[src/msp_mem_macros.svh]
`ifndef MSP_MEM_MACROS_SVH
`define MSP_MEM_MACROS_SVH

// ==========================================================
// Data memory (RAM)
// ==========================================================

// Byte address of first RAM location
`define DMEM_BASE     16'h0200

// RAM size in bytes
`define DMEM_SIZE     512

// Top bit of RAM word address, 256 words
`define DMEM_MSB      7

// ==========================================================
// Program memory (ROM)
// ==========================================================

// ROM size in bytes, region ends at 0xFFFF
`define PMEM_SIZE     2048

// First ROM byte address, top of the 64k space minus size
`define PMEM_BASE     (17'h1_0000 - `PMEM_SIZE)

// Top bit of ROM word address, 1k words
`define PMEM_MSB      9

// ==========================================================
// Peripheral register block
// ==========================================================

// Peripheral word address of register 0
`define PER_REG_BASE  8'h08

// Register count in the block
`define PER_REG_NUM   8

`endif

[src/msp_mem_pkg.sv]
package msp_mem_pkg;

  // ==========================================================
  // Basic bus types
  // ==========================================================

  typedef logic [15:0] word_t;     // Data word
  typedef logic [14:0] wadr_t;     // Word address on core bus
  typedef logic [1:0]  bwe_t;      // Byte mask, bit 1 = high byte
  typedef logic [7:0]  per_adr_t;  // Peripheral word address

  // Read data source, registered in the request cycle
  typedef enum logic [1:0] {
    SRC_DMEM = 2'd0,               // RAM, also unmapped space
    SRC_PER  = 2'd1,               // Peripheral register
    SRC_PMEM = 2'd2                // ROM
  } rd_src_t;

  // ==========================================================
  // Master requests
  // ==========================================================

  typedef struct packed {
    logic  en;                     // Bus enable, one cycle
    bwe_t  wr;                     // Nonzero means write
    wadr_t mab;                    // Word address
    word_t dout;                   // Write data
  } eu_req_t;

  typedef struct packed {
    logic  en;                     // Fetch enable
    wadr_t mab;                    // Fetch word address
  } fe_req_t;

  typedef struct packed {
    logic        en;               // Debug access enable
    bwe_t        wr;               // Nonzero means write
    logic [15:0] addr;             // Byte address
    word_t       dout;             // Write data
  } dbg_req_t;

  // Request to the peripheral bus
  typedef struct packed {
    logic     en;                  // Access enable
    bwe_t     wen;                 // Byte writes, active high
    per_adr_t addr;                // Peripheral word address
    word_t    din;                 // Write data
  } per_req_t;

endpackage

[src/dmem_ram.sv]
`include "msp_mem_macros.svh"

module dmem_ram (
  input  logic               mclk,   // Main clock
  input  logic               cen,    // Chip enable, active low
  input  msp_mem_pkg::bwe_t  wen,    // Byte writes, active low
  input  logic [`DMEM_MSB:0] addr,   // Word address
  input  msp_mem_pkg::word_t din,    // Write data
  output msp_mem_pkg::word_t dout    // Read data, one cycle latency
);
  import msp_mem_pkg::*;

  localparam int unsigned DEPTH = 1 << (`DMEM_MSB + 1);

  word_t mem [DEPTH];                // 256 words

  // ==========================================================
  // Byte lane writes, registered read
  // ==========================================================
  always_ff @(posedge mclk) begin
    if (!cen) begin
      if (!wen[0]) begin
        mem[addr][7:0] <= din[7:0];    // Low byte lane
      end
      if (!wen[1]) begin
        mem[addr][15:8] <= din[15:8];  // High byte lane
      end
      dout <= mem[addr];
    end
    // Output holds while disabled
  end

endmodule

[config.mk]
export PLATFORM = sky130hd
export DESIGN_NAME = dmem_ram
export DESIGN_NICKNAME = d
export VERILOG_FILES = /design/src/msp_mem_pkg.sv /design/src/dmem_ram.sv
export VERILOG_INCLUDE_DIRS = /design/src
export SDC_FILE = /design/constraint.sdc
export NUM_CORES = 2
export LEC_CHECK = 0
export BUFFER_PORTS_ARGS = -buffer_cell sky130_fd_sc_hd__buf_4
export CAP_MARGIN = 20
export CORE_MARGIN = 2
export CORE_UTILIZATION = 40
export CTS_BUF_LIST = sky130_fd_sc_hd__clkbuf_4 sky130_fd_sc_hd__clkbuf_8 sky130_fd_sc_hd__clkbuf_16
export DETAILED_ROUTE_END_ITERATION = 10
export PLACE_DENSITY = 0.51
export SYNTH_ARGS = -nofsm -noshare
export SYNTH_HDL_FRONTEND = slang
export SYNTH_SLANG_ARGS = --single-unit
[constraint.sdc]
create_clock -name mclk -period 6.3 [get_ports mclk]
set_input_delay 0.945 -clock mclk [delete_from_list [all_inputs] [get_ports mclk]]
set_output_delay 0.945 -clock mclk [all_outputs]
set_load 0.005 [all_outputs]
==> run summary <==
Status -> finished with violations
Failing checks -> max-slew violations
Setup crit end kind -> flip-flop
Die Ht -> 630 µm
Global-route usage over all layers -> 20.7%
Post-synthesis register bit count -> 4112
Post-synth top cells -> edfxtp_1, mux4_2, nor2_1, a22oi_1, clkbuf_1
Share of layout cells above drive strength 1 -> 26.7%
Mapped Cells -> 7035
Synth cell types -> 21
Most used cell, CP -> buf_4
Initial antenna violation count -> 20
HPWL Detailed -> 239000 µm
Syn Nets -> 7063
Clk slew on worst S/H paths -> 0.06 ns
Post-cts sizing count -> 0
Max clock buf depth -> 4
Synth Area per Inst -> 22.3 µm²
Maximum clock rate -> 0.255 GHz
First-pass GRT wire length -> 588000 µm
DR vias -> 74400
# setup viols final -> 0
Startpoint Class -> input port
Hold Path End -> mem[170][10]
Largest net degree at the start of global routing -> 219
EDFF count, synth -> 4112
Gr ovfl total -> 0
Reg2Reg Setup Slack -> 3.41 ns
Reg-to-Reg Start -> mem[127][0]
Worst Setup SP -> addr[1]
Required time of the critical path -> 6.94 ns
DRC Markers -> 0
Clock root buffer master -> clkbuf_16
Inserted Clock Buffers -> 427
Total Nets Final -> 7314
Final Hold Fails -> 0
Post-layout min period -> 3.92 ns
Total wire length -> 414000 µm
Crit Path Max Fanout -> 52
1st-pass router iterations -> 6
1st-iter DRT viols -> 8499
Measured slew at the worst slew-check pin -> 1.64 ns
Pwr per Cell Area -> 325 mW/mm²
Total core area -> 0.390 mm²
Top cell type's share of synthesized area -> 78.7%
Clock Skew -> 0.0411 ns
Fin Setup TNS -> 0 ns
RSZ-0062 raised after global routing -> no
Clk_lat worst skew -> 0.97 ns
CP peak stage delay -> 1.01 ns
Count leader, synth -> edfxtp_1
Fin crit share -> 62.3%
CTS tree -> done
Hold_buf cts -> 0
Normalized max-slew margin -> -9.17%
Vias in the first global route -> 76800
Max-cap violations -> 0
Maximum vdd drop -> 0.239 mV
Drt wl/cell -> 32.2 µm
Die X -> 630 µm
Total Power -> 57.9 mW
Worst Min Path Start -> din[10]
H-tree lvl count -> 5
# IOs -> 44
ANT nets after route -> 0
Crit Reg-Reg Endpoint -> dout[0]
Port Buffers -> 43
Max-slew violations -> 120
Leakage -> 53.8 nW
Setup CP Type -> in -> reg
Starting Density -> 40.3%
WP buf/inv -> 4
Vias per cell -> 5.79
Ys Warns -> 0
Crit path DAT -> 4.56 ns
Worst-path cell chain -> buf_8, buf_12, buf_4, buf_4, mux4_2, a22oi_1, a21oi_1, o41ai_1, nand4_1
Cell row count -> 229
Synth async-reset ratio -> 0%
Synth top area cells -> edfxtp_1, mux4_2, a22oi_1, nor2_1, a21oi_1
Routability cong. -> 0.774
Seq/Total Area, Yosys -> 78.7%
Hold Path Depth -> 1
Crit path max-delay cell type -> o41ai_1
Synth Flop Type -> edfxtp_1
Post-synth top area cell -> edfxtp_1
Syn Std Cell Area -> 0.157 mm²
Worst r2r path cells -> 5
Kind of cell adding the most delay to the critical path -> buffers and inverters
Hold Crit Class -> in -> reg
# clock sinks -> 4112
Layout Area Growth over Synthesis -> 13.6%
Die area -> 0.397 mm²
Postcts setup bufs -> 0
layer usage:
metal  vias up  part of all wire, %  GRT usage [%]
li1      30500                    -              -
met3       471                  6.5           3.30
met1     40900                   44           30.1
met5         -                    0              0
met4         0                  2.2           4.50
met2      2472                   48           32.9
final cells by class:
class	count	area, µm²
Antenna cell	5	12.5
Fill cell	32400	211000
Tap cell	5197	6500
Clock inverter	271	2450
Multi-Input combinational cell	2468	31500
Sequential cell	4112	123000
Inverter	1	3.75
Timing Repair Buffer	276	2820
Clock buffer	517	11500
logic make-up after synthesis:
kind of cell / after synthesis / share of synthesized area (%)
buffers and inverters: 455 / 1.36
AND/OR/NAND/NOR: 612 / 1.55
AO/OA/AOI/OAI: 832 / 3.66
flip-flops: 4112 / 78.7
multiplexers: 1024 / 14.7
registers in the layout, summed over array words and instances (netlist names):
| name | flops |
|---|---|
| mem | 4096 |
| dout | 16 |
worst max-delay path by stage:
stage / to / slack, ns / cells after the start
detailed placement: dout[0] / 1.42 / 8
floorplan: mem[176][10] / 3.15 / 8
CTS: dout[0] / 2.46 / 8
global route: dout[10] / 2.34 / 8
global placement: dout[3] / 0.99 / 8
finish: dout[4] / 2.38 / 9
per-stage QoR:
step | hold WS, ns | cell area [µm²] | utilization [%] | worst slack, ns | cells
2_1_floorplan | 0.896 | 157000 | - | 3.15 | 7035
3_3_place_gp | 1.03 | 164000 | 42.2 | 0.995 | 12000
3_5_place_dp | 1.07 | 164000 | 42.2 | 1.42 | 12100
4_1_cts | 0.296 | 178000 | 45.7 | 2.46 | 12800
5_1_grt | 0.330 | 178000 | 45.7 | 2.34 | 12800
6_report | 0.372 | 178000 | 45.7 | 2.38 | 12800
cells in the final DEF (no fill, tap or decap), types with 3 or more instances in the layout:
cell        instances
nor2_4              3
nor2b_4             5
buf_2               3
clkinvlp_4         17
nand2_2            12
mux4_2           1024
a21oi_1           256
buf_4             205
nand3_1            16
clkbuf_4           84
a22oi_1           512
diode_2             5
clkinv_1          109
inv_6              12
o41ai_2            18
clkinv_8            3
inv_16              4
nand4_1            24
edfxtp_1         4112
o41ai_1            46
clkinv_4            5
nor2_1            513
bufinv_16          40
nand3_2            16
buf_12             48
clkinv_2           79
nand2_1            12
clkbuf_16         433
buf_8              17
power by group:
group          total [mW]  leakage, nW  internal [mW]  switching [mW]
Combinational        2.54         9.93          0.859            1.68
Sequential           30.2         37.0           30.2          0.0485
Clock                25.1         6.92           14.6            10.5
Total                57.9         53.8           45.6            12.3
No activity file was read; power rests on OpenSTA's default activity.
