===== src/msp_mem_macros.svh =====
`ifndef MSP_MEM_MACROS_SVH
`define MSP_MEM_MACROS_SVH

// ==========================================================
// Data memory (RAM)
// ==========================================================

// Byte address of first RAM location
`define DMEM_BASE     16'h0200

// RAM size in bytes
`define DMEM_SIZE     512

// Top bit of RAM word address, 256 words
`define DMEM_MSB      7

// ==========================================================
// Program memory (ROM)
// ==========================================================

// ROM size in bytes, region ends at 0xFFFF
`define PMEM_SIZE     2048

// First ROM byte address, top of the 64k space minus size
`define PMEM_BASE     (17'h1_0000 - `PMEM_SIZE)

// Top bit of ROM word address, 1k words
`define PMEM_MSB      9

// ==========================================================
// Peripheral register block
// ==========================================================

// Peripheral word address of register 0
`define PER_REG_BASE  8'h08

// Register count in the block
`define PER_REG_NUM   8

`endif


===== src/msp_mem_pkg.sv =====
package msp_mem_pkg;

  // ==========================================================
  // Basic bus types
  // ==========================================================

  typedef logic [15:0] word_t;     // Data word
  typedef logic [14:0] wadr_t;     // Word address on core bus
  typedef logic [1:0]  bwe_t;      // Byte mask, bit 1 = high byte
  typedef logic [7:0]  per_adr_t;  // Peripheral word address

  // Read data source, registered in the request cycle
  typedef enum logic [1:0] {
    SRC_DMEM = 2'd0,               // RAM, also unmapped space
    SRC_PER  = 2'd1,               // Peripheral register
    SRC_PMEM = 2'd2                // ROM
  } rd_src_t;

  // ==========================================================
  // Master requests
  // ==========================================================

  typedef struct packed {
    logic  en;                     // Bus enable, one cycle
    bwe_t  wr;                     // Nonzero means write
    wadr_t mab;                    // Word address
    word_t dout;                   // Write data
  } eu_req_t;

  typedef struct packed {
    logic  en;                     // Fetch enable
    wadr_t mab;                    // Fetch word address
  } fe_req_t;

  typedef struct packed {
    logic        en;               // Debug access enable
    bwe_t        wr;               // Nonzero means write
    logic [15:0] addr;             // Byte address
    word_t       dout;             // Write data
  } dbg_req_t;

  // Request to the peripheral bus
  typedef struct packed {
    logic     en;                  // Access enable
    bwe_t     wen;                 // Byte writes, active high
    per_adr_t addr;                // Peripheral word address
    word_t    din;                 // Write data
  } per_req_t;

endpackage


===== src/per_regs.sv =====
`include "msp_mem_macros.svh"

module per_regs (
  input  logic                  mclk,      // Main clock
  input  logic                  puc,       // System reset
  input  msp_mem_pkg::per_req_t per_req,   // Peripheral bus request
  output msp_mem_pkg::word_t    per_dout   // Read data, zero when not hit
);
  import msp_mem_pkg::*;

  localparam int unsigned REG_AW = $clog2(`PER_REG_NUM);

  word_t             regs_q [`PER_REG_NUM];  // Settings registers
  per_adr_t          reg_off;                // Offset from block base
  logic              reg_hit;                // Access inside this block
  logic [REG_AW-1:0] reg_idx;

  // ==========================================================
  // Address decode
  // ==========================================================
  assign reg_off = per_req.addr - per_adr_t'(`PER_REG_BASE);
  assign reg_hit = per_req.en & (reg_off < per_adr_t'(`PER_REG_NUM));
  assign reg_idx = reg_off[REG_AW-1:0];

  // ==========================================================
  // Register writes per byte lane
  // ==========================================================
  always_ff @(posedge mclk or posedge puc) begin
    if (puc) begin
      for (int i = 0; i < `PER_REG_NUM; i++) begin
        regs_q[i] <= '0;
      end
    end else if (reg_hit) begin
      if (per_req.wen[0]) begin
        regs_q[reg_idx][7:0] <= per_req.din[7:0];
      end
      if (per_req.wen[1]) begin
        regs_q[reg_idx][15:8] <= per_req.din[15:8];
      end
    end
  end

  // Zero when idle, so outputs of several blocks can be ORed
  assign per_dout = reg_hit ? regs_q[reg_idx] : '0;

endmodule


===== config.mk =====
export PLATFORM = sky130hd
export DESIGN_NAME = per_regs
export DESIGN_NICKNAME = d
export VERILOG_FILES = /design/src/msp_mem_pkg.sv /design/src/per_regs.sv
export VERILOG_INCLUDE_DIRS = /design/src
export SDC_FILE = /design/constraint.sdc
export NUM_CORES = 1
export LEC_CHECK = 0
export BUFFER_PORTS_ARGS = -buffer_cell sky130_fd_sc_hd__buf_2
export CAP_MARGIN = 15
export CORE_MARGIN = 3
export CORE_UTILIZATION = 60
export CTS_CLUSTER_SIZE = 12
export DETAILED_ROUTE_END_ITERATION = 16
export PLACE_DENSITY = 0.87
export REMOVE_ABC_BUFFERS = 1
export SYNTH_ARGS = -nofsm -noshare
export SYNTH_HDL_FRONTEND = slang
export SYNTH_SLANG_ARGS = --single-unit
export TNS_END_PERCENT = 100

===== constraint.sdc =====
create_clock -name mclk -period 4.5 [get_ports mclk]
set_input_delay 0.225 -clock mclk [delete_from_list [all_inputs] [get_ports mclk]]
set_output_delay 0.225 -clock mclk [all_outputs]
set_load 0.005 [all_outputs]

==> flow_metrics.env, run 1 <==
export IMPL_p_leak_nw=3.558
export IMPL_timing_max_cap_violations=0
export IMPL_most_frequent_cell_after_synthesis="mux2_2"
export IMPL_clock_path_buffers=2
export IMPL_drive_gt1_share_pct=53.58
export IMPL_area_growth_synth_to_final_pct=14.23
export IMPL_worstMarginPinSlew_ps=1009
export IMPL_final_setup_skew_ps=0
export IMPL_antennaDiodeCount=0
export IMPL_max_slew_margin_rel_pct=32.73
export IMPL_dp_hpwl_mm=8.884
export IMPL_antenna_found_initial=0
export IMPL_hold_path_class="input pin to register"
export IMPL_largest_register="regs_q"
export IMPL_port_buffers=44
export IMPL_synth_enable_flop_cells=0
export IMPL_synth_seq_area_share_pct=50.38
export IMPL_drt_pass_1_iters=5
export IMPL_timing_critical_path_slowest_cell_delay_ps=800
export IMPL_ant_nets=0
export IMPL_vdd_drop_max_uv=268.3
export IMPL_synth_top_area_share_pct=50.38
export IMPL_status="completed"
export IMPL_final_nets=508
export IMPL_drt_iter0_drcs=282
export IMPL_ff2ff_setup_slack_ps=3710
export IMPL_via_count_of_the_first_global_routing_pass=4218
export IMPL_power_density_mw_per_mm2=386.5
export IMPL_coreArea_mm2=0.01004
export IMPL_biggestRegsByFlops="regs_q (128)"
export IMPL_ys_top_cells_by_area="dfrtp_1 (50%), mux2_2 (24%), mux4_2 (5.0%), nand4_4 (3.3%), o221ai_1 (1.4%)"
export IMPL_cts_made_buffers=17
export IMPL_wirelength_mm=14.47
export IMPL_cts_root_buf="clkbuf_8"
export IMPL_cts_clk_slew_worst_paths_ps=60
export IMPL_detailroute_via_count=4037
export IMPL_overflow=0
export IMPL_gpl_final_weighted_congestion=0.7644
export IMPL_critical_path_slowest_cell="xnor2_4"
export IMPL_synth_common_cells="mux2_2 (138), dfrtp_1 (128), buf_2 (14), mux4_2 (14), nor2_1 (14)"
export IMPL_ys_ff_latch=128
export IMPL_fp_row_count=36
export IMPL_cp_end_kind="primary output"
export IMPL_largest_register_ff_count=128
export IMPL_final_setup_tns_ps=0
export IMPL_arrival_ps=3020
export IMPL_yosys_cell_types_count=44
export IMPL_insertion_delay_ps=520
export IMPL_post_synth_cell_area_avg_um2=14.68
export IMPL_global_route_usage_total_pct=26.56
export IMPL_fillCellCount=665
export IMPL_worstPathMaxFanout=18
export IMPL_hold_violations=0
export IMPL_area_of_the_mapped_netlist_mm2=0.006357
export IMPL_critPathLaunchType="input pin"
export IMPL_die_w_um=108.9
export IMPL_path_buf_inv=3
export IMPL_timing_critical_path_cells="buf_2, inv_1, ha_1, xnor2_4, nand3_4, nor4_1, buf_2"
export IMPL_numClockSinks=128
export IMPL_cts_htree_levels=4
export IMPL_gate_count_after_technology_mapping=433
export IMPL_die_height_um=108.9
export IMPL_path_common_cell="buf_2"
export IMPL_fmax_mhz=307.9
export IMPL_synthArstFlopShare_pct=100.0
export IMPL_final_standard_cell_count_with_taps_included_and_fillers_excluded=622
export IMPL_route_detailed_drc=0
export IMPL_dominantRegCellSynth="dfrtp_1"
export IMPL_top_family_by_delay_on_critical_path="simple AND/OR/NAND/NOR gates"
export IMPL_vias_per_cell=6.490
export IMPL_io_pins=45
export IMPL_placedCellCount=590
export IMPL_timing_critical_path_required_ps=4280
export IMPL_first_pass_grt_wire_length_mm=23.24
export IMPL_synth_yosys_warnings=0
export IMPL_timing_final_max_slew_violations=0
export IMPL_design_die_area_mm2=0.01187
export IMPL_routedWlPerCell_um=23.26
export IMPL_finalPower_mw=2.806
export IMPL_report_final_setup_viol=0
export IMPL_floorplan_initialDensity_pct=63.29
export IMPL_worstSetupPathType="input pin to primary output"
export IMPL_timing_final_crit_share_pct=72.17
export IMPL_yosysTopAreaCell="dfrtp_1"
export IMPL_grt_setup_unrepaired="no"
export IMPL_grt_max_degree=88
export IMPL_cts_tree="yes"
export IMPL_fin_crit_ps=3248
-- cell type report --
type                    instances  area, um^2  area share, %
flip-flops and latches        128        3203          44.11
repair buffers                 50       287.8          3.963
well taps                     133       166.4          2.292
inverters                       5       21.27         0.2929
multi-input cells             276        2987          41.13
clock inverters                11       165.2          2.274
clock buffers                  19       431.7          5.944
-- what timing repair did --
| item | 4_1_cts | 5_1_grt |
|---|---|---|
| hold buffers | 0 | 1 |
| gates resized for setup | 0 | 0 |
| setup buffers | 0 | 0 |
| hold endpoints to repair | 0 | 36 |
-- per-layer routing --
metal | GRT usage [%] | vias to the layer above | routed length (um)
met3 | 5.743 | 21 | 832
met2 | 43.03 | 139 | 7377
met5 | 0 | - | 0
met4 | 9.107 | 0 | 205
li1 | - | 1776 | -
met1 | 35.75 | 2101 | 6053
-- final timing paths --
path	start	to	depth (start not counted)
min reg2reg	regs_q[96]	regs_q[96]	1
max reg2reg	regs_q[89]	regs_q[89]	1
min in group asynchronous	puc	regs_q[27]	3
max in group asynchronous	puc	regs_q[19]	4
min	per_req[4]	regs_q[52]	2
max	per_req[19]	per_dout[0]	7
-- through the flow --
step	instance area, um^2	setup slack, ps	util, %	hold slack, ps
2_1_floorplan	6208	862.4	-	375.4
3_3_place_gp	6628	1464	65.98	478.8
3_5_place_dp	6628	1314	65.98	487.5
4_1_cts	7224	1284	71.92	1.155
5_1_grt	7262	1138	72.30	46.15
6_report	7262	1252	72.30	39.20
-- cells by family after synthesis --
| logic type | count (synthesis) | synth area share (%) |
|---|---|---|
| AO/OA/AOI/OAI | 35 | 4.546 |
| XOR/XNOR | 1 | 0.4330 |
| adder cells (fa/ha/maj) | 1 | 0.1968 |
| buffers and inverters | 29 | 2.637 |
| flip-flops | 128 | 50.38 |
| multiplexers | 156 | 30.03 |
| AND/OR/NAND/NOR | 83 | 11.77 |
-- cells in the final DEF (no fill, tap or decap), drive strengths merged, types with 4 or more instances in the layout --
cell / netlist / layout
nand4: 16 / 16
mux2i: 4 / 4
a211o: 4 / 4
clkinv: 2 / 5
nor2: 14 / 14
a211oi: 5 / 5
o32ai: 4 / 4
dfrtp: 128 / 128
clkbuf: 4 / 19
o221ai: 10 / 10
nor3: 10 / 10
bufinv: 0 / 4
and4bb: 5 / 5
nand2: 5 / 5
nand2b: 6 / 6
clkinvlp: 0 / 4
mux2: 138 / 138
mux4: 14 / 14
buf: 20 / 49
o22ai: 4 / 4
and4b: 6 / 6
or2: 4 / 4
-- report_power, final --
part	switching [mW]	internal (mW)	total [mW]
registers	0.0192	1.19	1.21
logic	0.126	0.0824	0.208
clock network	0.487	0.904	1.39
(Power assumes the default switching activity.)
==> run 2: changes to the inputs <==
--- a/config.mk
+++ b/config.mk
@@ -6,6 +6,7 @@
 export SDC_FILE = /design/constraint.sdc
 export NUM_CORES = 1
 export LEC_CHECK = 0
+export ABC_AREA = 1
 export BUFFER_PORTS_ARGS = -buffer_cell sky130_fd_sc_hd__buf_2
 export CAP_MARGIN = 15
 export CORE_MARGIN = 3
==> constraint.sdc (replaced) <==
create_clock -name mclk -period 3.02 [get_ports mclk]
set_input_delay 0.151 -clock mclk [delete_from_list [all_inputs] [get_ports mclk]]
set_output_delay 0.151 -clock mclk [all_outputs]
set_load 0.005 [all_outputs]
==> flow_metrics.env, run 2 <==
export IMPL_cts_root_buf="clkbuf_16"
export IMPL_grt_max_degree=52
export IMPL_cts_made_buffers=17
export IMPL_switchingPower_mw=1.084
export IMPL_critical_path_slowest_cell="nand3_1"
export IMPL_clock_path_buffers=2
export IMPL_timing_critical_path_slowest_cell_delay_ps=410
export IMPL_dominantRegCellSynth="dfrtp_1"
export IMPL_detailroute_via_count=6934
export IMPL_fin_worst_hold_slack_ps=72.66
export IMPL_area_growth_synth_to_final_pct=11.01
export IMPL_internal_power_mw=3.044
export IMPL_largest_register_ff_count=128
export IMPL_overflow=0
export IMPL_port_buffers=44
export IMPL_ff2ff_setup_slack_ps=2370
export IMPL_ys_ff_latch=128
export IMPL_placedCellCount=1103
export IMPL_post_route_util_pct=68.85
export IMPL_via_count_of_the_first_global_routing_pass=6410
export IMPL_critPathLaunchType="input pin"
export IMPL_design_die_area_mm2=0.01330
export IMPL_largest_register="regs_q"
export IMPL_worstSetupPathType="input pin to primary output"
export IMPL_io_pins=45
export IMPL_global_route_usage_total_pct=31.89
export IMPL_cts_htree_levels=4
export IMPL_share_clk_of_total_power_pct=45.7
export IMPL_antennaDiodeCount=0
export IMPL_wirelength_mm=20.12
export IMPL_timing_critical_path_required_ps=2870
export IMPL_cts_clk_slew_worst_paths_ps=50
export IMPL_synth_top_area_share_pct=44.65
export IMPL_report_final_setup_viol=0
export IMPL_route_detailed_drc=0
export IMPL_layout_cells_most_common="nand2_1"
export IMPL_synth_yosys_warnings=0
export IMPL_cp_end_kind="primary output"
export IMPL_area_of_the_mapped_netlist_mm2=0.007173
export IMPL_p_leak_nw=4.384
export IMPL_synthArstFlopShare_pct=100.0
export IMPL_most_frequent_cell_after_synthesis="nand2_1"
export IMPL_floorplan_initialDensity_pct=62.03
export IMPL_post_synth_cell_area_avg_um2=7.449
export IMPL_grt_setup_unrepaired="no"
export IMPL_routedWlPerCell_um=17.75
export IMPL_status="completed"
export IMPL_timing_final_max_slew_violations=0
export IMPL_cts_setup_buffers=0
export IMPL_insertion_delay_ps=430
export IMPL_numClockSinks=128
export IMPL_synth_enable_flop_cells=0
export IMPL_ant_nets=0
export IMPL_hold_violations=0
export IMPL_final_nets=1010
export IMPL_max_slew_margin_rel_pct=47.79
export IMPL_timing_final_crit_share_pct=70.04
export IMPL_design_area_mm2=0.007963
export IMPL_timing_critical_path_cells="buf_2, inv_2, nand3_1, buf_4, nor2_1, nor2_1, nand2_1, nor2_1, buf_2"
export IMPL_worstPathMaxFanout=19
export IMPL_coreArea_mm2=0.01156
export IMPL_yosys_cell_types_count=25
export IMPL_antenna_found_initial=0
export IMPL_vias_per_cell=6.115
export IMPL_switching_share_pct=26.26
export IMPL_p_seq_share_pct=43.8
export IMPL_die_w_um=115.3
export IMPL_drt_iter0_drcs=772
export IMPL_gpl_final_weighted_congestion=0.8774
export IMPL_power_density_mw_per_mm2=518.4
export IMPL_ys_top_cells_by_area="dfrtp_1 (45%), nand2_1 (18%), nand4_1 (11%), nor2_1 (6.3%), nand3_1 (3.8%)"
export IMPL_synth_common_cells="nand2_1 (335), dfrtp_1 (128), nand4_1 (124), nor2_1 (120), inv_1 (72)"
export IMPL_hold_path_class="input pin to register"
export IMPL_arrival_ps=1960
export IMPL_gate_count_after_technology_mapping=963
export IMPL_drt_pass_1_iters=5
export IMPL_die_height_um=115.3
export IMPL_fp_row_count=39
export IMPL_dp_hpwl_mm=12.81
export IMPL_fin_crit_ps=2115
export IMPL_drive_gt1_share_pct=13.62
export IMPL_fmax_mhz=472.8
export IMPL_vdd_drop_max_uv=516.7
export IMPL_cts_tree="yes"
export IMPL_final_setup_skew_ps=0
export IMPL_layout_cells_most_common_list="nand2_1 (335), dfrtp_1 (128), nand4_1 (124)"
export IMPL_first_pass_grt_wire_length_mm=32.86
export IMPL_yosysTopAreaCell="dfrtp_1"
export IMPL_worstMarginPinSlew_ps=782.3
export IMPL_path_common_cell="nor2_1"
export IMPL_final_standard_cell_count_with_taps_included_and_fillers_excluded=1134
export IMPL_comb_power_share_pct=10.5
export IMPL_timing_max_cap_violations=0
export IMPL_post_dp_cell_area_mm2=0.007422
export IMPL_synth_seq_area_share_pct=44.65
export IMPL_biggestRegsByFlops="regs_q (128)"
[run 2: changes by cell type in the layout (fill, tap and decap cells not counted), moves of 14 or more]
cell | before | now
mux2_2 | 138 | 0
mux4_2 | 14 | 0
nand3_1 | 1 | 55
nand4_1 | 1 | 124
inv_1 | 2 | 71
nor2_1 | 14 | 120
nand2_1 | 5 | 335
buf_4 | 4 | 21
[run 2: cell families after synthesis]
group,Yosys count,synth area share (%)
adder cells (fa/ha/maj),1,0.1744
AO/OA/AOI/OAI,12,0.8372
buffers and inverters,150,9.524
flip-flops,128,44.65
AND/OR/NAND/NOR,672,44.81
[run 2: critical path, delay by kind of cell]
family	cells	cell delay [ps]
AND/OR/NAND/NOR	5	790
buffers and inverters	4	1020
[run 2: what timing repair did]
action                                 CTS  global route
resized for setup                        0             0
endpoints found under the hold margin   48             0
hold buffers                             1             0
[run 2: final cells by class]
class / count / area [um^2]
tap: 143 / 178.9
clock inverter: 7 / 62.56
inverter: 78 / 295.3
sequential: 128 / 3203
clock buffer: 23 / 467.9
multi-input combinational: 685 / 3287
fill: 894 / 3602
timing repair buffer: 70 / 467.9
[run 2: final timing paths]
path	startpoint	to	cells after the start
worst min-delay path	per_req[15]	regs_q[79]	3
max in group asynchronous	puc	regs_q[73]	4
worst min register to register	regs_q[75]	regs_q[75]	2
worst max-delay path	per_req[16]	per_dout[12]	9
worst max register to register	regs_q[17]	regs_q[17]	2
min in group asynchronous	puc	regs_q[124]	3
[run 2: routing by layer]
metal	wire, um	track usage [%]
met2	9202	47.15
met4	527	14.16
met3	2282	7.263
met1	8113	45.16
met5	0	0
[run 2: through the flow]
stage	setup TNS [ps]	setup slack, ps	power, mW
floorplan	-69590	-543.6	2.049
global placement	0	978.3	2.243
detailed placement	0	919.0	2.253
CTS	0	938.8	4.123
global route	0	790.4	4.266
finish	0	904.7	4.128
[run 2: power by group through the flow]
| stage | combinational (mW) | sequential [mW] | clock, mW |
|---|---|---|---|
| after floorplan | 0.225 | 1.82 | 0 |
| after global placement | 0.412 | 1.83 | 0 |
| after detailed placement | 0.422 | 1.83 | 0 |
| after CTS | 0.427 | 1.80 | 1.89 |
| after global routing | 0.477 | 1.81 | 1.98 |
| final | 0.435 | 1.81 | 1.89 |
==> run 3: changes to the inputs <==
--- a/config.mk
+++ b/config.mk
@@ -10,10 +10,10 @@
 export BUFFER_PORTS_ARGS = -buffer_cell sky130_fd_sc_hd__buf_2
 export CAP_MARGIN = 15
 export CORE_MARGIN = 3
-export CORE_UTILIZATION = 60
+export CORE_UTILIZATION = 55
 export CTS_CLUSTER_SIZE = 12
 export DETAILED_ROUTE_END_ITERATION = 16
-export PLACE_DENSITY = 0.87
+export PLACE_DENSITY = 0.84
 export REMOVE_ABC_BUFFERS = 1
 export SYNTH_ARGS = -nofsm -noshare
 export SYNTH_HDL_FRONTEND = slang
==> constraint.sdc (replaced) <==
create_clock -name mclk -period 1.9 [get_ports mclk]
set_input_delay 0.095 -clock mclk [delete_from_list [all_inputs] [get_ports mclk]]
set_output_delay 0.095 -clock mclk [all_outputs]
set_load 0.005 [all_outputs]
==> flow_metrics.env, run 3 (synthesized netlist as in run 2, its figures left out) <==
export IMPL_layout_cells_most_common="nand2_1"
export IMPL_top_family_by_delay_on_critical_path="simple AND/OR/NAND/NOR gates"
export IMPL_grt_max_degree=73
export IMPL_cts_clk_slew_worst_paths_ps=60
export IMPL_share_clk_of_total_power_pct=48.7
export IMPL_coreArea_mm2=0.01267
export IMPL_internal_power_mw=5.148
export IMPL_largest_register_ff_count=128
export IMPL_largest_register="regs_q"
export IMPL_drive_gt1_share_pct=14.77
export IMPL_worst_hold_startpoint="per_req[10]"
export IMPL_fin_crit_ps=1693
export IMPL_die_w_um=120.2
export IMPL_groute_layer_met3_usage_pct=5.566
export IMPL_overflow=0
export IMPL_antenna_found_initial=0
export IMPL_postLayoutSetupSlackWorst_ps=207.2
export IMPL_cts_tree="yes"
export IMPL_die_height_um=120.2
export IMPL_fin_worst_hold_slack_ps=20.23
export IMPL_design_die_area_mm2=0.01445
export IMPL_routedWlPerCell_um=17.04
export IMPL_min_delay_worst_endpoint="regs_q[74]"
export IMPL_timing_critical_path_depth=7
export IMPL_gpl_final_weighted_congestion=0.8784
export IMPL_worstSetupPathType="input pin to primary output"
export IMPL_dp_hpwl_mm=12.79
export IMPL_holdPathStages=3
export IMPL_route_detailed_drc=0
export IMPL_r2r_end="regs_q[109]"
export IMPL_report_final_setup_viol=0
export IMPL_vdd_drop_max_uv=594.9
export IMPL_first_pass_grt_wire_length_mm=32.52
export IMPL_io_pins=45
export IMPL_cts_htree_levels=4
export IMPL_grtUsageMet2_pct=43.06
export IMPL_power_density_mw_per_mm2=851.2
export IMPL_critPathLaunchType="input pin"
export IMPL_final_setup_tns_ps=0
export IMPL_groute_layer_met1_usage_pct=39.53
export IMPL_grt_setup_unrepaired="no"
export IMPL_worstMarginPinSlew_ps=582.9
export IMPL_final_standard_cell_count_with_taps_included_and_fillers_excluded=1174
export IMPL_layout_cells_most_common_list="nand2_1 (335), dfrtp_1 (128), nand4_1 (124)"
export IMPL_timing_final_max_slew_violations=0
export IMPL_switchingPower_mw=1.826
export IMPL_fmax_mhz=590.7
export IMPL_vias_per_cell=5.882
export IMPL_switching_share_pct=26.19
export IMPL_area_growth_synth_to_final_pct=14.23
export IMPL_drt_pass_1_iters=5
export IMPL_insertion_delay_ps=420
export IMPL_p_leak_nw=4.469
export IMPL_wirelength_mm=20.00
export IMPL_hold_path_class="input pin to register"
export IMPL_via_count_of_the_first_global_routing_pass=6351
export IMPL_antennaDiodeCount=0
export IMPL_cp_end_kind="primary output"
export IMPL_max_slew_margin_rel_pct=61.14
export IMPL_timing_max_cap_violations=0
export IMPL_drt_iter0_drcs=724
export IMPL_floorplan_initialDensity_pct=56.61
export IMPL_cts_root_buf="clkbuf_16"
export IMPL_timing_final_crit_share_pct=89.10
export IMPL_arrival_ps=1600
export IMPL_ff2ff_setup_slack_ps=1240
export IMPL_ant_nets=0
export IMPL_timing_critical_path_cells="buf_2, inv_2, nand3_1, or2_2, nand3_1, nor2_1, buf_2"
export IMPL_cts_made_buffers=17
export IMPL_worst_r2r_path_depth=2
export IMPL_p_seq_share_pct=41.1
export IMPL_global_route_usage_total_pct=28.32
export IMPL_numClockSinks=128
export IMPL_comb_power_share_pct=10.2
export IMPL_top_usage_layer="met2"
export IMPL_status="completed"
export IMPL_port_buffers=44
export IMPL_hold_violations=0
export IMPL_critical_path_slowest_cell="or2_2"
export IMPL_path_buf_inv=3
export IMPL_fp_row_count=41
export IMPL_rr_startpoint="regs_q[109]"
export IMPL_biggestRegsByFlops="regs_q (128)"
export IMPL_detailroute_via_count=6905
export IMPL_timing_critical_path_slowest_cell_delay_ps=400
export IMPL_clock_path_buffers=2
export IMPL_final_nets=1019
export IMPL_timing_critical_path_required_ps=1800
export IMPL_preCtsSetupSlack_ps=238.2
export IMPL_worstPathMaxFanout=12
export IMPL_placedCellCount=1139
export IMPL_cts_setup_buffers=0
export IMPL_final_setup_skew_ps=0
## run 3: metal layers
layer | vias up | wire length, um
li1 | 3180 | -
met1 | 3237 | 8273
met2 | 429 | 9183
met3 | 59 | 1979
met4 | 0 | 566
met5 | - | 0
## run 3: worst reg2reg max path, cell delays in order, from the launching register on
cell	delay (ps)
dfrtp_1	390
nand2_1	70
nand2_1	70
## run 3: worst max path at each step
stage / startpoint / to / slack (ps)
2_1_floorplan: puc / regs_q[0] / -1610
3_3_place_gp: per_req[19] / per_dout[9] / 250
6_report: per_req[16] / per_dout[8] / 210
5_1_grt: per_req[19] / per_dout[9] / 60
3_5_place_dp: per_req[19] / per_dout[3] / 240
4_1_cts: per_req[19] / per_dout[3] / 220
## run 3: metrics by stage
step / area, um^2 / utilization (%) / power [mW]
after floorplan: 6783 / - / 3.257
after global placement: 7548 / 59.57 / 3.586
after detailed placement: 7548 / 59.57 / 3.597
after CTS: 8194 / 64.67 / 6.977
after global routing: 8194 / 64.67 / 7.180
final: 8194 / 64.67 / 6.975
## run 3: power by group through the flow
| stage | Combinational (mW) | Sequential, mW | Clock [mW] |
|---|---|---|---|
| finish | 0.710 | 2.87 | 3.40 |
| global route | 0.777 | 2.88 | 3.53 |
| CTS | 0.699 | 2.87 | 3.41 |
| detailed placement | 0.686 | 2.91 | 0 |
| global placement | 0.675 | 2.91 | 0 |
| floorplan | 0.357 | 2.90 | 0 |
## run 3: timing repair
action | CTS | global route
hold endpoints to repair | 29 | 0
hold buffers | 3 | 0
gates resized for setup | 0 | 0
## run 3: cell type report
type | count | area (um^2)
clock buffer | 19 | 452.9
clock inverter | 13 | 162.7
fill | 1025 | 4477
inverter | 78 | 295.3
multi-input combinational | 685 | 3287
sequential | 128 | 3203
tap | 172 | 215.2
timing repair buffer | 79 | 578.1
