### src/msp_mem_macros.svh
`ifndef MSP_MEM_MACROS_SVH
`define MSP_MEM_MACROS_SVH

// ==========================================================
// Data memory (RAM)
// ==========================================================

// Byte address of first RAM location
`define DMEM_BASE     16'h0200

// RAM size in bytes
`define DMEM_SIZE     512

// Top bit of RAM word address, 256 words
`define DMEM_MSB      7

// ==========================================================
// Program memory (ROM)
// ==========================================================

// ROM size in bytes, region ends at 0xFFFF
`define PMEM_SIZE     2048

// First ROM byte address, top of the 64k space minus size
`define PMEM_BASE     (17'h1_0000 - `PMEM_SIZE)

// Top bit of ROM word address, 1k words
`define PMEM_MSB      9

// ==========================================================
// Peripheral register block
// ==========================================================

// Peripheral word address of register 0
`define PER_REG_BASE  8'h08

// Register count in the block
`define PER_REG_NUM   8

`endif

### src/msp_mem_pkg.sv
package msp_mem_pkg;

  // ==========================================================
  // Basic bus types
  // ==========================================================

  typedef logic [15:0] word_t;     // Data word
  typedef logic [14:0] wadr_t;     // Word address on core bus
  typedef logic [1:0]  bwe_t;      // Byte mask, bit 1 = high byte
  typedef logic [7:0]  per_adr_t;  // Peripheral word address

  // Read data source, registered in the request cycle
  typedef enum logic [1:0] {
    SRC_DMEM = 2'd0,               // RAM, also unmapped space
    SRC_PER  = 2'd1,               // Peripheral register
    SRC_PMEM = 2'd2                // ROM
  } rd_src_t;

  // ==========================================================
  // Master requests
  // ==========================================================

  typedef struct packed {
    logic  en;                     // Bus enable, one cycle
    bwe_t  wr;                     // Nonzero means write
    wadr_t mab;                    // Word address
    word_t dout;                   // Write data
  } eu_req_t;

  typedef struct packed {
    logic  en;                     // Fetch enable
    wadr_t mab;                    // Fetch word address
  } fe_req_t;

  typedef struct packed {
    logic        en;               // Debug access enable
    bwe_t        wr;               // Nonzero means write
    logic [15:0] addr;             // Byte address
    word_t       dout;             // Write data
  } dbg_req_t;

  // Request to the peripheral bus
  typedef struct packed {
    logic     en;                  // Access enable
    bwe_t     wen;                 // Byte writes, active high
    per_adr_t addr;                // Peripheral word address
    word_t    din;                 // Write data
  } per_req_t;

endpackage

### src/mem_backbone.sv
`include "msp_mem_macros.svh"

module mem_backbone (
  input  logic                  mclk,          // Main clock
  input  logic                  puc,           // System reset
  input  msp_mem_pkg::eu_req_t  eu_req,        // Execution unit access
  input  msp_mem_pkg::fe_req_t  fe_req,        // Instruction fetch
  input  msp_mem_pkg::dbg_req_t dbg_req,       // Debug unit access
  input  logic                  dbg_halt_st,   // CPU halted by debug
  input  msp_mem_pkg::word_t    pmem_dout,     // ROM read data
  input  msp_mem_pkg::word_t    dmem_dout,     // RAM read data
  input  msp_mem_pkg::word_t    per_dout,      // Peripheral read data, comb
  output msp_mem_pkg::word_t    eu_mdb_in,     // Execution unit read data
  output msp_mem_pkg::word_t    fe_mdb_in,     // Fetched instruction word
  output msp_mem_pkg::word_t    dbg_mem_din,   // Debug read data
  output logic                  fe_pmem_wait,  // Fetch stalled by EU
  output logic                  pmem_cen,      // ROM enable, active low
  output msp_mem_pkg::bwe_t     pmem_wen,      // ROM byte writes, active low
  output logic [`PMEM_MSB:0]    pmem_addr,     // ROM word address
  output msp_mem_pkg::word_t    pmem_din,      // ROM write data
  output logic                  dmem_cen,      // RAM enable, active low
  output msp_mem_pkg::bwe_t     dmem_wen,      // RAM byte writes, active low
  output logic [`DMEM_MSB:0]    dmem_addr,     // RAM word address
  output msp_mem_pkg::word_t    dmem_din,      // RAM write data
  output msp_mem_pkg::per_req_t per_req        // Peripheral bus
);
  import msp_mem_pkg::*;

  // Region limits as word addresses
  localparam wadr_t PMEM_WBASE = wadr_t'(`PMEM_BASE >> 1);
  localparam wadr_t DMEM_WBASE = wadr_t'(`DMEM_BASE >> 1);
  localparam wadr_t DMEM_WEND  = wadr_t'((`DMEM_BASE + `DMEM_SIZE) >> 1);

  wadr_t   dbg_wadr;        // Debug address, word aligned
  logic    eu_dmem_sel;
  logic    dbg_dmem_sel;
  wadr_t   eu_dmem_off;
  wadr_t   dbg_dmem_off;
  logic    eu_pmem_sel;     // EU reads only
  logic    fe_pmem_sel;
  logic    dbg_pmem_sel;
  wadr_t   eu_pmem_off;
  wadr_t   fe_pmem_off;
  wadr_t   dbg_pmem_off;
  logic    eu_per_sel;
  logic    dbg_per_sel;
  word_t   per_dout_q;      // Peripheral data, one cycle late
  rd_src_t eu_src_q;        // EU return source
  rd_src_t dbg_src_q;       // Debug return source
  logic    fe_pmem_sel_q;   // Fetch select, last cycle
  logic    fe_save;
  logic    fe_restore;
  word_t   pmem_bckup_q;    // Last fetched word
  logic    bckup_sel_q;     // Frontend sees backup word

  assign dbg_wadr = dbg_req.addr[15:1];

  // ==========================================================
  // RAM decode, debug wins address and data
  // ==========================================================
  assign eu_dmem_sel  = eu_req.en & (eu_req.mab >= DMEM_WBASE) & (eu_req.mab < DMEM_WEND);
  assign dbg_dmem_sel = dbg_req.en & (dbg_wadr >= DMEM_WBASE) & (dbg_wadr < DMEM_WEND);
  assign eu_dmem_off  = eu_req.mab - DMEM_WBASE;
  assign dbg_dmem_off = dbg_wadr - DMEM_WBASE;

  assign dmem_cen  = ~(eu_dmem_sel | dbg_dmem_sel);
  assign dmem_addr = dbg_dmem_sel ? dbg_dmem_off[`DMEM_MSB:0] : eu_dmem_off[`DMEM_MSB:0];
  assign dmem_din  = dbg_dmem_sel ? dbg_req.dout : eu_req.dout;
  // Masks of both masters merged, each only when it hits RAM
  assign dmem_wen  = ~((dbg_dmem_sel ? dbg_req.wr : 2'b00) |
                       (eu_dmem_sel  ? eu_req.wr  : 2'b00));

  // ==========================================================
  // ROM decode, debug > EU > frontend
  // ==========================================================
  assign eu_pmem_sel  = eu_req.en & ~|eu_req.wr & (eu_req.mab >= PMEM_WBASE);
  assign fe_pmem_sel  = fe_req.en & (fe_req.mab >= PMEM_WBASE);
  assign dbg_pmem_sel = dbg_req.en & (dbg_wadr >= PMEM_WBASE);
  assign eu_pmem_off  = eu_req.mab - PMEM_WBASE;
  assign fe_pmem_off  = fe_req.mab - PMEM_WBASE;
  assign dbg_pmem_off = dbg_wadr - PMEM_WBASE;

  assign pmem_cen  = ~(dbg_pmem_sel | eu_pmem_sel | fe_pmem_sel);
  assign pmem_addr = dbg_pmem_sel ? dbg_pmem_off[`PMEM_MSB:0] :
                     eu_pmem_sel  ? eu_pmem_off[`PMEM_MSB:0]  :
                                    fe_pmem_off[`PMEM_MSB:0];
  assign pmem_wen  = ~(dbg_pmem_sel ? dbg_req.wr : 2'b00);  // Debug is sole writer
  assign pmem_din  = dbg_req.dout;

  assign fe_pmem_wait = fe_pmem_sel & eu_pmem_sel;           // EU steals ROM port

  // ==========================================================
  // Peripheral decode, low 512 bytes
  // ==========================================================
  assign dbg_per_sel = dbg_req.en & (dbg_req.addr[15:9] == 7'h00);
  assign eu_per_sel  = eu_req.en & (eu_req.mab[14:8] == 7'h00);

  assign per_req = '{
    en:   dbg_per_sel | eu_per_sel,
    wen:  dbg_per_sel ? dbg_req.wr    : eu_req.wr,
    addr: dbg_per_sel ? dbg_wadr[7:0] : eu_req.mab[7:0],
    din:  dbg_per_sel ? dbg_req.dout  : eu_req.dout
  };

  // Align peripheral data with memory latency
  always_ff @(posedge mclk) begin
    per_dout_q <= per_dout;
  end

  // ==========================================================
  // Read data return
  // ==========================================================
  always_ff @(posedge mclk or posedge puc) begin
    if (puc) begin
      eu_src_q  <= SRC_DMEM;
      dbg_src_q <= SRC_DMEM;
    end else begin
      eu_src_q  <= eu_pmem_sel  ? SRC_PMEM : eu_per_sel  ? SRC_PER : SRC_DMEM;
      dbg_src_q <= dbg_pmem_sel ? SRC_PMEM : dbg_per_sel ? SRC_PER : SRC_DMEM;
    end
  end

  always_comb begin
    case (eu_src_q)
      SRC_PMEM: eu_mdb_in = pmem_dout;
      SRC_PER:  eu_mdb_in = per_dout_q;
      default:  eu_mdb_in = dmem_dout;  // Unmapped falls here too
    endcase
  end

  always_comb begin
    case (dbg_src_q)
      SRC_PMEM: dbg_mem_din = pmem_dout;
      SRC_PER:  dbg_mem_din = per_dout_q;
      default:  dbg_mem_din = dmem_dout;
    endcase
  end

  // ==========================================================
  // Frontend backup of last fetched word
  // ==========================================================
  // Save on first idle cycle, ROM output still holds the fetch
  assign fe_save    = ~fe_pmem_sel & fe_pmem_sel_q & ~dbg_halt_st;
  assign fe_restore = (fe_pmem_sel & ~fe_pmem_sel_q) | dbg_halt_st;

  always_ff @(posedge mclk or posedge puc) begin
    if (puc) begin
      fe_pmem_sel_q <= 1'b0;
      pmem_bckup_q  <= '0;
      bckup_sel_q   <= 1'b0;
    end else begin
      fe_pmem_sel_q <= fe_pmem_sel;
      if (fe_save) pmem_bckup_q <= pmem_dout;
      if (fe_save) bckup_sel_q <= 1'b1;
      else if (fe_restore) bckup_sel_q <= 1'b0;  // Fetch resumed or halted
    end
  end

  assign fe_mdb_in = bckup_sel_q ? pmem_bckup_q : pmem_dout;

endmodule

### config.mk
export PLATFORM = sky130hd
export DESIGN_NAME = mem_backbone
export DESIGN_NICKNAME = d
export VERILOG_FILES = /design/src/msp_mem_pkg.sv /design/src/mem_backbone.sv
export VERILOG_INCLUDE_DIRS = /design/src
export SDC_FILE = /design/constraint.sdc
export NUM_CORES = 1
export LEC_CHECK = 0
export ABC_AREA = 1
export BUFFER_PORTS_ARGS = -buffer_cell sky130_fd_sc_hd__buf_4
export CORE_AREA = 2 2 103 105
export DETAILED_ROUTE_END_ITERATION = 8
export DIE_AREA = 0 0 105 107
export HOLD_SLACK_MARGIN = 0.06
export PLACE_DENSITY = 0.79
export REMOVE_ABC_BUFFERS = 1
export SKIP_LAST_GASP = 1
export SYNTH_ARGS = -nofsm -noshare
export SYNTH_HDL_FRONTEND = slang
export SYNTH_SLANG_ARGS = --single-unit
### constraint.sdc
create_clock -name mclk -period 1.62 [get_ports mclk]
set_clock_uncertainty 0.15 [all_clocks]
set_input_delay 0.324 -clock mclk [delete_from_list [all_inputs] [get_ports mclk]]
set_output_delay 0.324 -clock mclk [all_outputs]
set_load 0.02 [all_outputs]
==> results of run 1 <==
through the flow:
stage | cell area [um^2] | worst slack, ns | instances | TNS (ns)
after global routing | 8830 | -0.672 | 1069 | -43.64
after CTS | 7830 | -0.490 | 1059 | -33.05
after detailed placement | 5730 | -0.248 | 990 | -17.18
after global placement | 5730 | -0.258 | 990 | -15.73
final | 8830 | -0.688 | 1069 | -39.67
after floorplan | 3150 | -0.512 | 549 | -26.55
how the worst max path moves through the flow:
stage                       to  cells past startpoint
6_report       dbg_mem_din[14]                      8
5_1_grt        dbg_mem_din[14]                      8
4_1_cts         dbg_mem_din[0]                      8
3_5_place_dp       per_req[25]                      9
3_3_place_gp    dbg_mem_din[6]                      7
2_1_floorplan         dmem_cen                      5
final cells by class:
| class | instances | share of cell area [%] |
|---|---|---|
| repair buffers | 376 | 44.0 |
| well taps | 136 | 1.93 |
| multi-input cells | 367 | 35.8 |
| clock inverters | 2 | 0.680 |
| clock buffers | 6 | 0.935 |
| flip-flops and latches | 38 | 9.88 |
| inverters | 144 | 6.72 |
cell families after synthesis:
family / synth area share (%)
buffers and inverters: 24.5
adder cells (fa/ha/maj): 1.45
AND/OR/NAND/NOR: 25.1
AO/OA/AOI/OAI: 23.8
flip-flops: 25.2
critical path, cell delays in order (launching register included):
cell,delay (ns)
dfrtp_1,0.41
inv_2,0.08
ha_4,0.11
inv_1,0.11
buf_4,0.20
o22ai_1,0.20
nand2_1,0.09
o21ai_0,0.14
buf_4,0.21
layer usage:
layer,global-route usage (%),wire [um],vias up
li1,-,-,2509
met1,34.6,8220,2856
met2,65.4,12800,658
met3,7.11,2770,243
met4,27.6,2580,0
met5,0,0,-
where the power goes:
| group | switching (W) | internal [W] |
|---|---|---|
| Clock | 0.000347 | 0.000657 |
| Sequential | 0.0000791 | 0.00103 |
| Combinational | 0.000918 | 0.000801 |
| Total | 0.00134 | 0.00249 |
sequential cells by signal, summed over array words and instances, names as in the netlist:
name	flops
per_dout_q	16
pmem_bckup_q	16
dbg_src_q	2
eu_src_q	2
bckup_sel_q	1
fe_pmem_sel_q	1
Yosys cell counts, drive strengths merged:
library cell / count
nand2: 148
inv: 144
o21ai: 91
buf: 38
nor2: 37
o22ai: 32
nand3: 28
a21oi: 24
dfrtp: 22
dfxtp: 16
clkbuf: 9
ha: 4
a21boi: 1
nor3: 1
nor4: 1
timing repair:
action                                  CTS  global route
endpoints found under the setup margin  113           116
hold buffers                             17             0
gates resized for setup                 345           265
hold endpoints to repair                 22             0
pin swaps                                65            64
gates cloned                             22             5
buffers inserted                         23            20
==> summary.txt, run 1 <==
Final layout
  • Ant. Diodes: 0
  • Nets: 1072
  • Most frequent cells in the layout: 210 x buf_4, 117 x inv_1, 101 x buf_6, 69 x nand2_1, 42 x nand2_2
  • Final Core Density: 87.5%
  • Sequential cell area: 872 um^2
  • Layout cell share with drive strength beyond 1: 67.1%
  • Filler Cell Count: 435
  • Commonest non-fill, non-tap cell in the layout: buf_4
  • Area of the multi-input gates: 3160 um^2
  • Area Overhead vs Synth: 156%

Clock tree
  • Clock Sinks: 38
  • Clock tree buffer depth: 2
  • Clock buffer count from CTS: 5
  • H-tree Lvls: 2
  • Clk_lat worst skew: 0.29 ns
  • CTS tree: done
  • Clock Pin Slew Worst Setup and Hold Paths: 0.07 ns
  • Root Driver: clkbuf_8

Setup path
  • Reg-to-Reg Start: fe_pmem_sel_q
  • Crit Reg-Reg Endpoint: pmem_bckup_q[8]
  • Worst r2r path cells: 6
  • Worst endpoint required time: 1.15 ns
  • FF-to-FF setup slack: 0.38 ns
  • Worst Setup Path Type: register to output pin
  • Worst Setup SP: dbg_src_q[0]
  • CP Capture Type: output pin
  • CP arrival: 1.83 ns
  • Critical Path Fanout Max: 6
  • Crit start category: register

Placed design
  • Routability Congestion: 0.861
  • Dpl hpwl: 11000 um
  • Port Buffer Count: 266

Logic synthesis
  • Yosys warns: 0
  • Seq cells post-synth: 38
  • Synth cell types: 24
  • Synth area leaders: dfrtp_1 16%, nand2_1 16%, inv_1 15%, o21ai_0 12%, dfxtp_1 9.3%
  • Cell taking the most area after synthesis: dfrtp_1
  • Mapped Area: 3450 um^2
  • Post-Synthesis Cells: 596
  • Sequential area share after synthesis: 25.2%
  • Post-synth top area share: 15.9%
  • Post-Syn Area per Cell: 5.80 um^2

Die
  • Core area: 10100 um^2
  • Die Wd: 105 um
  • Num rows: 37
  • Initial Util: 34.2%
  • Io pins: 268
  • Die Ht: 107 um
  • DIE AREA: 11200 um^2

Global route
  • First-pass GRT wire length: 31300 um
  • Vias in the first global route: 5992
  • Global-route usage over all layers: 35.5%
  • Largest net degree at the start of global routing: 34
  • Total global routing overflow: 0
  • Initial antenna violation count: 0

Timing
  • Fin crit share: 142%
  • Crit path time final: 2.31 ns
  • Post-route setup slack: -0.688 ns
  • Final Hold Vio Count: 0
  • Worst-Margin Slew: 0.451 ns
  • Setup Viol. Count Final: 114
  • F_max: 433 MHz
  • Slew HR: 69.7%
  • Max-slew violation count: 0
  • RSZ-0062 raised after global routing: true
  • Worst hold margin: 0.148 ns

Power and ir drop
  • Overall Power: 0.00384 W
  • Lkg Pwr: 4.47 nW
  • Peak supply drop: 0.377 mV
  • PD cells: 434 nW/um^2

Run status
  • Status: complete, but fails checks
  • Failing checks: setup timing

Drt
  • Post-route ant nets: 0
  • DR WL/cell: 24.7 um
  • Drt drc: 0
  • Drt total wl: 26400 um
  • Total number of vias: 6266
  • TritonRoute pass-1 iters: 5
  • Vias per cell: 5.86
  • DRT iter0 DRCs: 543

Worst hold path
  • Hold Crit Depth: 4
  • Hold_sp: dbg_halt_st
  • Endpoint of the worst hold path: bckup_sel_q
  • Hold/Removal Path Class: input pin to register

Job
  • Max_cap viols: 0
No activity file was read; power rests on OpenSTA's default activity.
==> run 2, diff against run 1 <==
Settings changed: MAX_ROUTING_LAYER set to met4, PLACE_DENSITY 0.79 to 0.85.
==> run 2 against run 1 <==
Clock-buffer cell count shrank 1. Critical path depth unchanged. Design area is 5.0% higher. Register-to-register slack got worse by 0.38 ns. Non-clock buffer count is 5 lower. The flow still finishes with violations (setup timing). First-iteration DRC count rose by 13%. Die area did not move. Combinational power rose by 8%. Global-route usage increased by 6.6 points. Power is 4.2% higher. Hold slack got worse by 0.010 ns.
==> summary.txt, run 2 (synthesis results as in run 1) <==
Run status
  • Status: complete, but fails checks
  • Failing checks: setup timing

Die
  • Die Wd: 105 um (unchanged)
  • Initial Util: 34.2% (unchanged)
  • Io pins: 268 (unchanged)
  • Num rows: 37 (unchanged)
  • DIE AREA: 11200 um^2 (unchanged)
  • Core area: 10100 um^2 (unchanged)
  • Die Ht: 107 um (unchanged)

Timing
  • Setup Viol. Count Final: 117 (+2.6%)
  • Final Hold Vio Count: 0 (unchanged)
  • Worst-Margin Slew: 0.702 ns (+0.251 ns)
  • Fin crit share: 139% (-3.7 points)
  • Post-route setup slack: -0.628 ns (+0.0597 ns)
  • Setup TNS: -38.77 ns (+0.901 ns)
  • Max-slew violation count: 0 (unchanged)
  • Crit path time final: 2.25 ns (-0.0597 ns)
  • Worst hold margin: 0.138 ns (-0.0102 ns)
  • Slew HR: 52.7% (-17 points)
  • RSZ-0062 raised after global routing: true
  • F_max: 445 MHz (+2.7%)

Setup path
  • Worst Setup SP: dbg_src_q[1]
  • Crit start category: register
  • CP Capture Type: output pin
  • FF-to-FF setup slack: 0 ns (-0.38 ns)
  • CP arrival: 1.77 ns (-0.06 ns)
  • Worst Setup Path Type: register to output pin
  • Worst endpoint required time: 1.15 ns (about the same)
  • Reg-to-Reg Start: fe_pmem_sel_q
  • Critical Path Fanout Max: 8 (+2)

Global route
  • Vias in the first global route: 6335 (+5.7%)
  • First-pass GRT wire length: 35100 um (+12%)
  • Total global routing overflow: 0 (unchanged)
  • Global-route usage over all layers: 42.1% (+6.6 points)
  • Initial antenna violation count: 0 (unchanged)
  • Largest net degree at the start of global routing: 34 (unchanged)

Drt
  • Drt total wl: 29900 um (+13%)
  • DRT iter0 DRCs: 615 (+13%)
  • DR WL/cell: 28.1 um (+14%)
  • Vias per cell: 6.02 (+2.7%)
  • Drt drc: 0 (unchanged)
  • Post-route ant nets: 0 (unchanged)
  • TritonRoute pass-1 iters: 5 (unchanged)
  • Total number of vias: 6418 (+2.4%)

Power and ir drop
  • Peak supply drop: 0.361 mV (-4.1%)
  • PD cells: 431 nW/um^2 (-0.83%)
  • Lkg Pwr: 4.71 nW (+5.4%)

Placed design
  • Port Buffer Count: 266 (unchanged)
  • Cell Area, Placed: 5720 um^2 (-0.26%)
  • Dpl hpwl: 11200 um (+1.7%)
  • Routability Congestion: 0.909 (+5.6%)
  • DP Cell Count: 988 (-0.20%)

Final layout
  • Biggest regs: per_dout_q (16), pmem_bckup_q (16)
  • Commonest non-fill, non-tap cell in the layout: buf_4
  • Final Core Density: 91.9% (+4.4 points)
  • Layout cell share with drive strength beyond 1: 70.2% (+3.1 points)
  • Filler Cell Count: 356 (-18%)
  • Most frequent cells in the layout: 182 x buf_4, 119 x buf_6, 116 x inv_1, 54 x nand2_1, 51 x nand2_4
  • Area Overhead vs Synth: 169%
  • Final cell count without fillers: 1066 (-0.28%)
  • Final Cell Area: 9280 um^2 (+5.0%)
  • Nets: 1067 (-0.47%)

Clock tree
  • Clock buffer count from CTS: 5 (unchanged)
  • H-tree Lvls: 2 (unchanged)
  • CTS tree: done
  • Clock Pin Slew Worst Setup and Hold Paths: 0.09 ns (+0.02 ns)
  • Root Driver: clkbuf_8
  • Clk_lat worst skew: 0.29 ns (about the same)
  • Clock tree buffer depth: 2 (unchanged)
  • Clock Sinks: 38 (unchanged)

Worst hold path
  • Hold/Removal Path Class: input pin to register
  • Hold_sp: dbg_halt_st

Job
  • Max_cap viols: 0 (unchanged)
-- run 2: changes by cell type in the layout (fill, tap and decap cells not counted), sizes merged --
cell,before,now
buf,353,351
bufbuf,0,1
clkbuf,12,7
clkinv,0,1
diode,0,2
-- run 2: routing by layer --
layer / wire length, um / up-vias / track usage [%]
li1: - / 2501 / -
met1: 8940 / 2911 / 39.7
met2: 13800 / 698 / 74.0
met3: 3760 / 308 / 10.9
met4: 3440 / 0 / 31.5
met5: 0 / - / -
-- run 2: cell type report --
| class | instances | area [um^2] | area share (%) |
|---|---|---|---|
| repair buffers | 371 | 4020 | 43.3 |
| multi-input cells | 367 | 3480 | 37.5 |
| flip-flops and latches | 38 | 872 | 9.40 |
| inverters | 144 | 598 | 6.45 |
| well taps | 136 | 170 | 1.83 |
| clock buffers | 5 | 68.8 | 0.742 |
| clock inverters | 3 | 68.8 | 0.742 |
| diodes | 2 | 5.00 | 0.0540 |
-- run 2: worst paths after layout --
check,to,cells after the start
max,dbg_mem_din[13],8
min,bckup_sel_q,4
max reg2reg,pmem_bckup_q[7],5
min reg2reg,bckup_sel_q,2
max in group asynchronous,bckup_sel_q,4
min in group asynchronous,pmem_bckup_q[10],4
-- run 2: what timing repair did --
action | CTS | global route
resized for setup | 476 | 207
gates cloned | 25 | 2
hold buffers | 17 | 0
pin swaps | 108 | 50
endpoints found under the hold margin | 38 | 0
setup endpoints to repair | 114 | 116
setup buffers | 21 | 9
-- run 2: where the power goes --
part	total, W	internal, W	leakage, nW	switching (W)
logic	0.00186	0.000840	4.22	0.00102
clock network	0.00100	0.000618	0.0683	0.000385
registers	0.00114	0.00103	0.421	0.000101
total	0.00400	0.00249	4.71	0.00151
-- run 2: worst max-delay path, cell delays in order, from the launching register on --
cell and delay, ns:
dfrtp_1 0.43, inv_2 0.10, ha_4 0.16, inv_6 0.05
buf_12 0.14, o22ai_1 0.18, nand2_1 0.14, o21ai_4 0.12
buf_6 0.15
-- run 2: through the flow --
| stage | worst slack, ns | total power, W |
|---|---|---|
| after floorplan | -0.512 | 0.00156 |
| after global placement | -0.241 | 0.00223 |
| after detailed placement | -0.268 | 0.00225 |
| after CTS | -0.461 | 0.00357 |
| after global routing | -0.683 | 0.00407 |
| final | -0.628 | 0.00400 |
==> run 3, diff against run 2 <==
Settings changed: CELL_PAD_IN_SITES_DETAIL_PLACEMENT set to 0, CELL_PAD_IN_SITES_GLOBAL_PLACEMENT set to 1, CORE_AREA 2 2 103 105 to unset, CORE_ASPECT_RATIO set to 2, CORE_UTILIZATION set to 22, DIE_AREA 0 0 105 107 to unset, PLACE_DENSITY 0.85 to 0.87.
==> run 3 against run 2 <==
Via count is 17% lower. Critical path type is now input pin to output pin. Maximum frequency is 9.4% higher. Critical path depth is 2 higher. Highest routed layer unchanged. The flow still finishes with violations (setup timing).
==> summary.txt, run 3 (synthesis results as in run 1) <==
Placed design
  • Dpl hpwl: 12900 um (+16%)
  • Routability Congestion: 0.856 (-5.9%)
  • Port Buffer Count: 266 (unchanged)
  • Cell Area, Placed: 5880 um^2 (+2.8%)
  • Pre-CTS setup slack: -0.296 ns (-0.0279 ns)

Timing
  • Fin crit share: 127% (-12 points)
  • Setup Viol. Count Final: 113 (-3.4%)
  • Worst-Margin Slew: 0.330 ns (-0.372 ns)
  • Slew HR: 78.0% (+25 points)
  • Max-slew violation count: 0 (unchanged)
  • Crit path time final: 2.06 ns (-0.192 ns)
  • F_max: 486 MHz (+9.4%)
  • RSZ-0062 raised after global routing: true
  • Worst hold margin: 0.147 ns (+0.00901 ns)
  • Final Hold Vio Count: 0 (unchanged)
  • Post-route setup slack: -0.436 ns (+0.192 ns)

Setup path
  • CP arrival: 1.58 ns (-0.19 ns)
  • CP max stage delay: 0.20 ns (-0.23 ns)
  • Crit start category: input pin
  • Reg-to-Reg Start: fe_pmem_sel_q
  • Worst Setup SP: dbg_req[30]
  • Buf+Inv Stages, Crit Path: 6 (+2)
  • Worst r2r path cells: 6 (+1)
  • Critical Path Stages: 10 (+2)
  • Worst Setup Path Type: input pin to output pin
  • CP cell instances: buf_8 > inv_4 > nand2_4 > nor2_4 > buf_12 > nand2_8 > buf_12 > buf_6 > a21oi_4 > buf_6
  • Critical Path Fanout Max: 8 (unchanged)
  • Worst endpoint required time: 1.15 ns (about the same)
  • CP Capture Type: output pin
  • CP delay by family, top: buffers and inverters
  • CP max-delay cell: a21oi_4
  • Crit Reg-Reg Endpoint: pmem_bckup_q[13]
  • Crit path to: dmem_addr[5]
  • FF-to-FF setup slack: 0.47 ns (+0.47 ns)

Final layout
  • Biggest regs: per_dout_q (16), pmem_bckup_q (16)
  • Final Cell Area: 8180 um^2 (-12%)
  • Nets: 1062 (-0.47%)
  • Layout cell share with drive strength beyond 1: 60.5% (-9.7 points)
  • Area Overhead vs Synth: 137%
  • Filler Cell Count: 1355 (+280%)
  • Most frequent cells in the layout: 236 x buf_4, 125 x inv_1, 82 x nand2_1, 78 x buf_6, 39 x o21ai_0
  • Commonest non-fill, non-tap cell in the layout: buf_4

Drt
  • Drt total wl: 20200 um (-33%)
  • DRT iter0 DRCs: 206 (-67%)
  • TritonRoute pass-1 iters: 5 (unchanged)
  • Vias per cell: 4.77 (-21%)
  • DR WL/cell: 18.0 um (-36%)
  • Post-route ant nets: 0 (unchanged)
  • Total number of vias: 5352 (-17%)
  • Drt drc: 0 (unchanged)

Clock tree
  • H-tree Lvls: 2 (unchanged)
  • Clock Pin Slew Worst Setup and Hold Paths: 0.07 ns (-0.02 ns)
  • Clk_lat worst skew: 0.29 ns (about the same)
  • Root Driver: clkbuf_16
  • Clock buffer count from CTS: 5 (unchanged)
  • Clock tree buffer depth: 2 (unchanged)
  • Clock Sinks: 38 (unchanged)
  • CTS tree: done

Global route
  • Vias in the first global route: 5368 (-15%)
  • First-pass GRT wire length: 27600 um (-21%)
  • Initial antenna violation count: 1 (+1)
  • Global-route usage over all layers: 23.2% (-19 points)
  • Total global routing overflow: 0 (unchanged)
  • Largest net degree at the start of global routing: 34 (unchanged)

Power and ir drop
  • PD cells: 458 nW/um^2 (+6.2%)
  • Lkg Pwr: 4.18 nW (-11%)
  • Overall Power: 0.00374 W (-6.4%)
  • Peak supply drop: 0.342 mV (-5.5%)

Die
  • Io pins: 268 (unchanged)
  • Die Ht: 179 um (+67%)
  • Initial Util: 22.6% (-12 points)
  • Die Wd: 90.6 um (-14%)
  • DIE AREA: 16200 um^2 (+45%)
  • Num rows: 64 (+73%)
  • Core area: 15300 um^2 (+52%)

Worst hold path
  • Hold/Removal Path Class: input pin to register
  • Hold Crit Depth: 4 (unchanged)

Job
  • Max_cap viols: 0 (unchanged)

Run status
  • Failing checks: setup timing
  • Status: complete, but fails checks
[run 3: cell types whose count changed in the layout (fill, tap and decap cells not counted), sizes merged]
cell and delta:
buf -3, bufbuf -1, bufinv -1, clkbuf -1, clkinv +1, diode -1
[run 3: worst min path at each step]
stage                      from              end  slack, ns
global placement            puc  pmem_bckup_q[3]       0.25
floorplan                   puc      bckup_sel_q       0.16
finish              dbg_halt_st      bckup_sel_q       0.15
detailed placement          puc  pmem_bckup_q[3]       0.25
CTS                 dbg_halt_st      bckup_sel_q       0.14
global route        dbg_halt_st      bckup_sel_q       0.16
[run 3: report_power, final]
group / total [W] / internal, W / switching [W]
logic: 0.00155 / 0.000760 / 0.000794
clock network: 0.00111 / 0.000721 / 0.000393
registers: 0.00108 / 0.00103 / 0.0000408
total: 0.00374 / 0.00252 / 0.00123
[run 3: cell type report]
type                    instances  area [um^2]  area share (%)
clock buffers                   5          125            1.53
well taps                     198          248            3.03
multi-input cells             367         2790            34.1
diodes                          1         2.50          0.0306
inverters                     144          568            6.95
clock inverters                 3         40.0           0.490
flip-flops and latches         38          871            10.7
repair buffers                366         3540            43.3
[run 3: stage by stage]
step	instances	setup TNS [ns]	util, %
global placement	1059	-17.74	38.4
floorplan	549	-26.55	-
detailed placement	1059	-19.14	38.4
finish	1122	-29.67	53.5
global route	1122	-36.06	53.5
CTS	1126	-32.62	49.7
[run 3: what timing repair did]
action | in CTS | in global routing
cloned | 12 | 1
gates resized for setup | 257 | 191
setup buffers | 31 | 6
setup endpoints to repair | 116 | 116
endpoints found under the hold margin | 38 | 0
hold buffers | 17 | 0
pin swaps | 31 | 47
[run 3: routing by layer]
layer / global-route usage (%) / share of wire, % / vias up
met2: 45.2 / 55 / 316
li1: - / - / 2484
met1: 20.4 / 31 / 2479
met5: - / 0 / -
met3: 3.69 / 6.9 / 73
met4: 14.8 / 7.0 / 0
[run 3: worst min-delay path: cells and delay by family]
family                 cells  cell delay (ns)
AO/OA/AOI/OAI              1             0.06
AND/OR/NAND/NOR            2             0.08
buffers and inverters      1             0.09
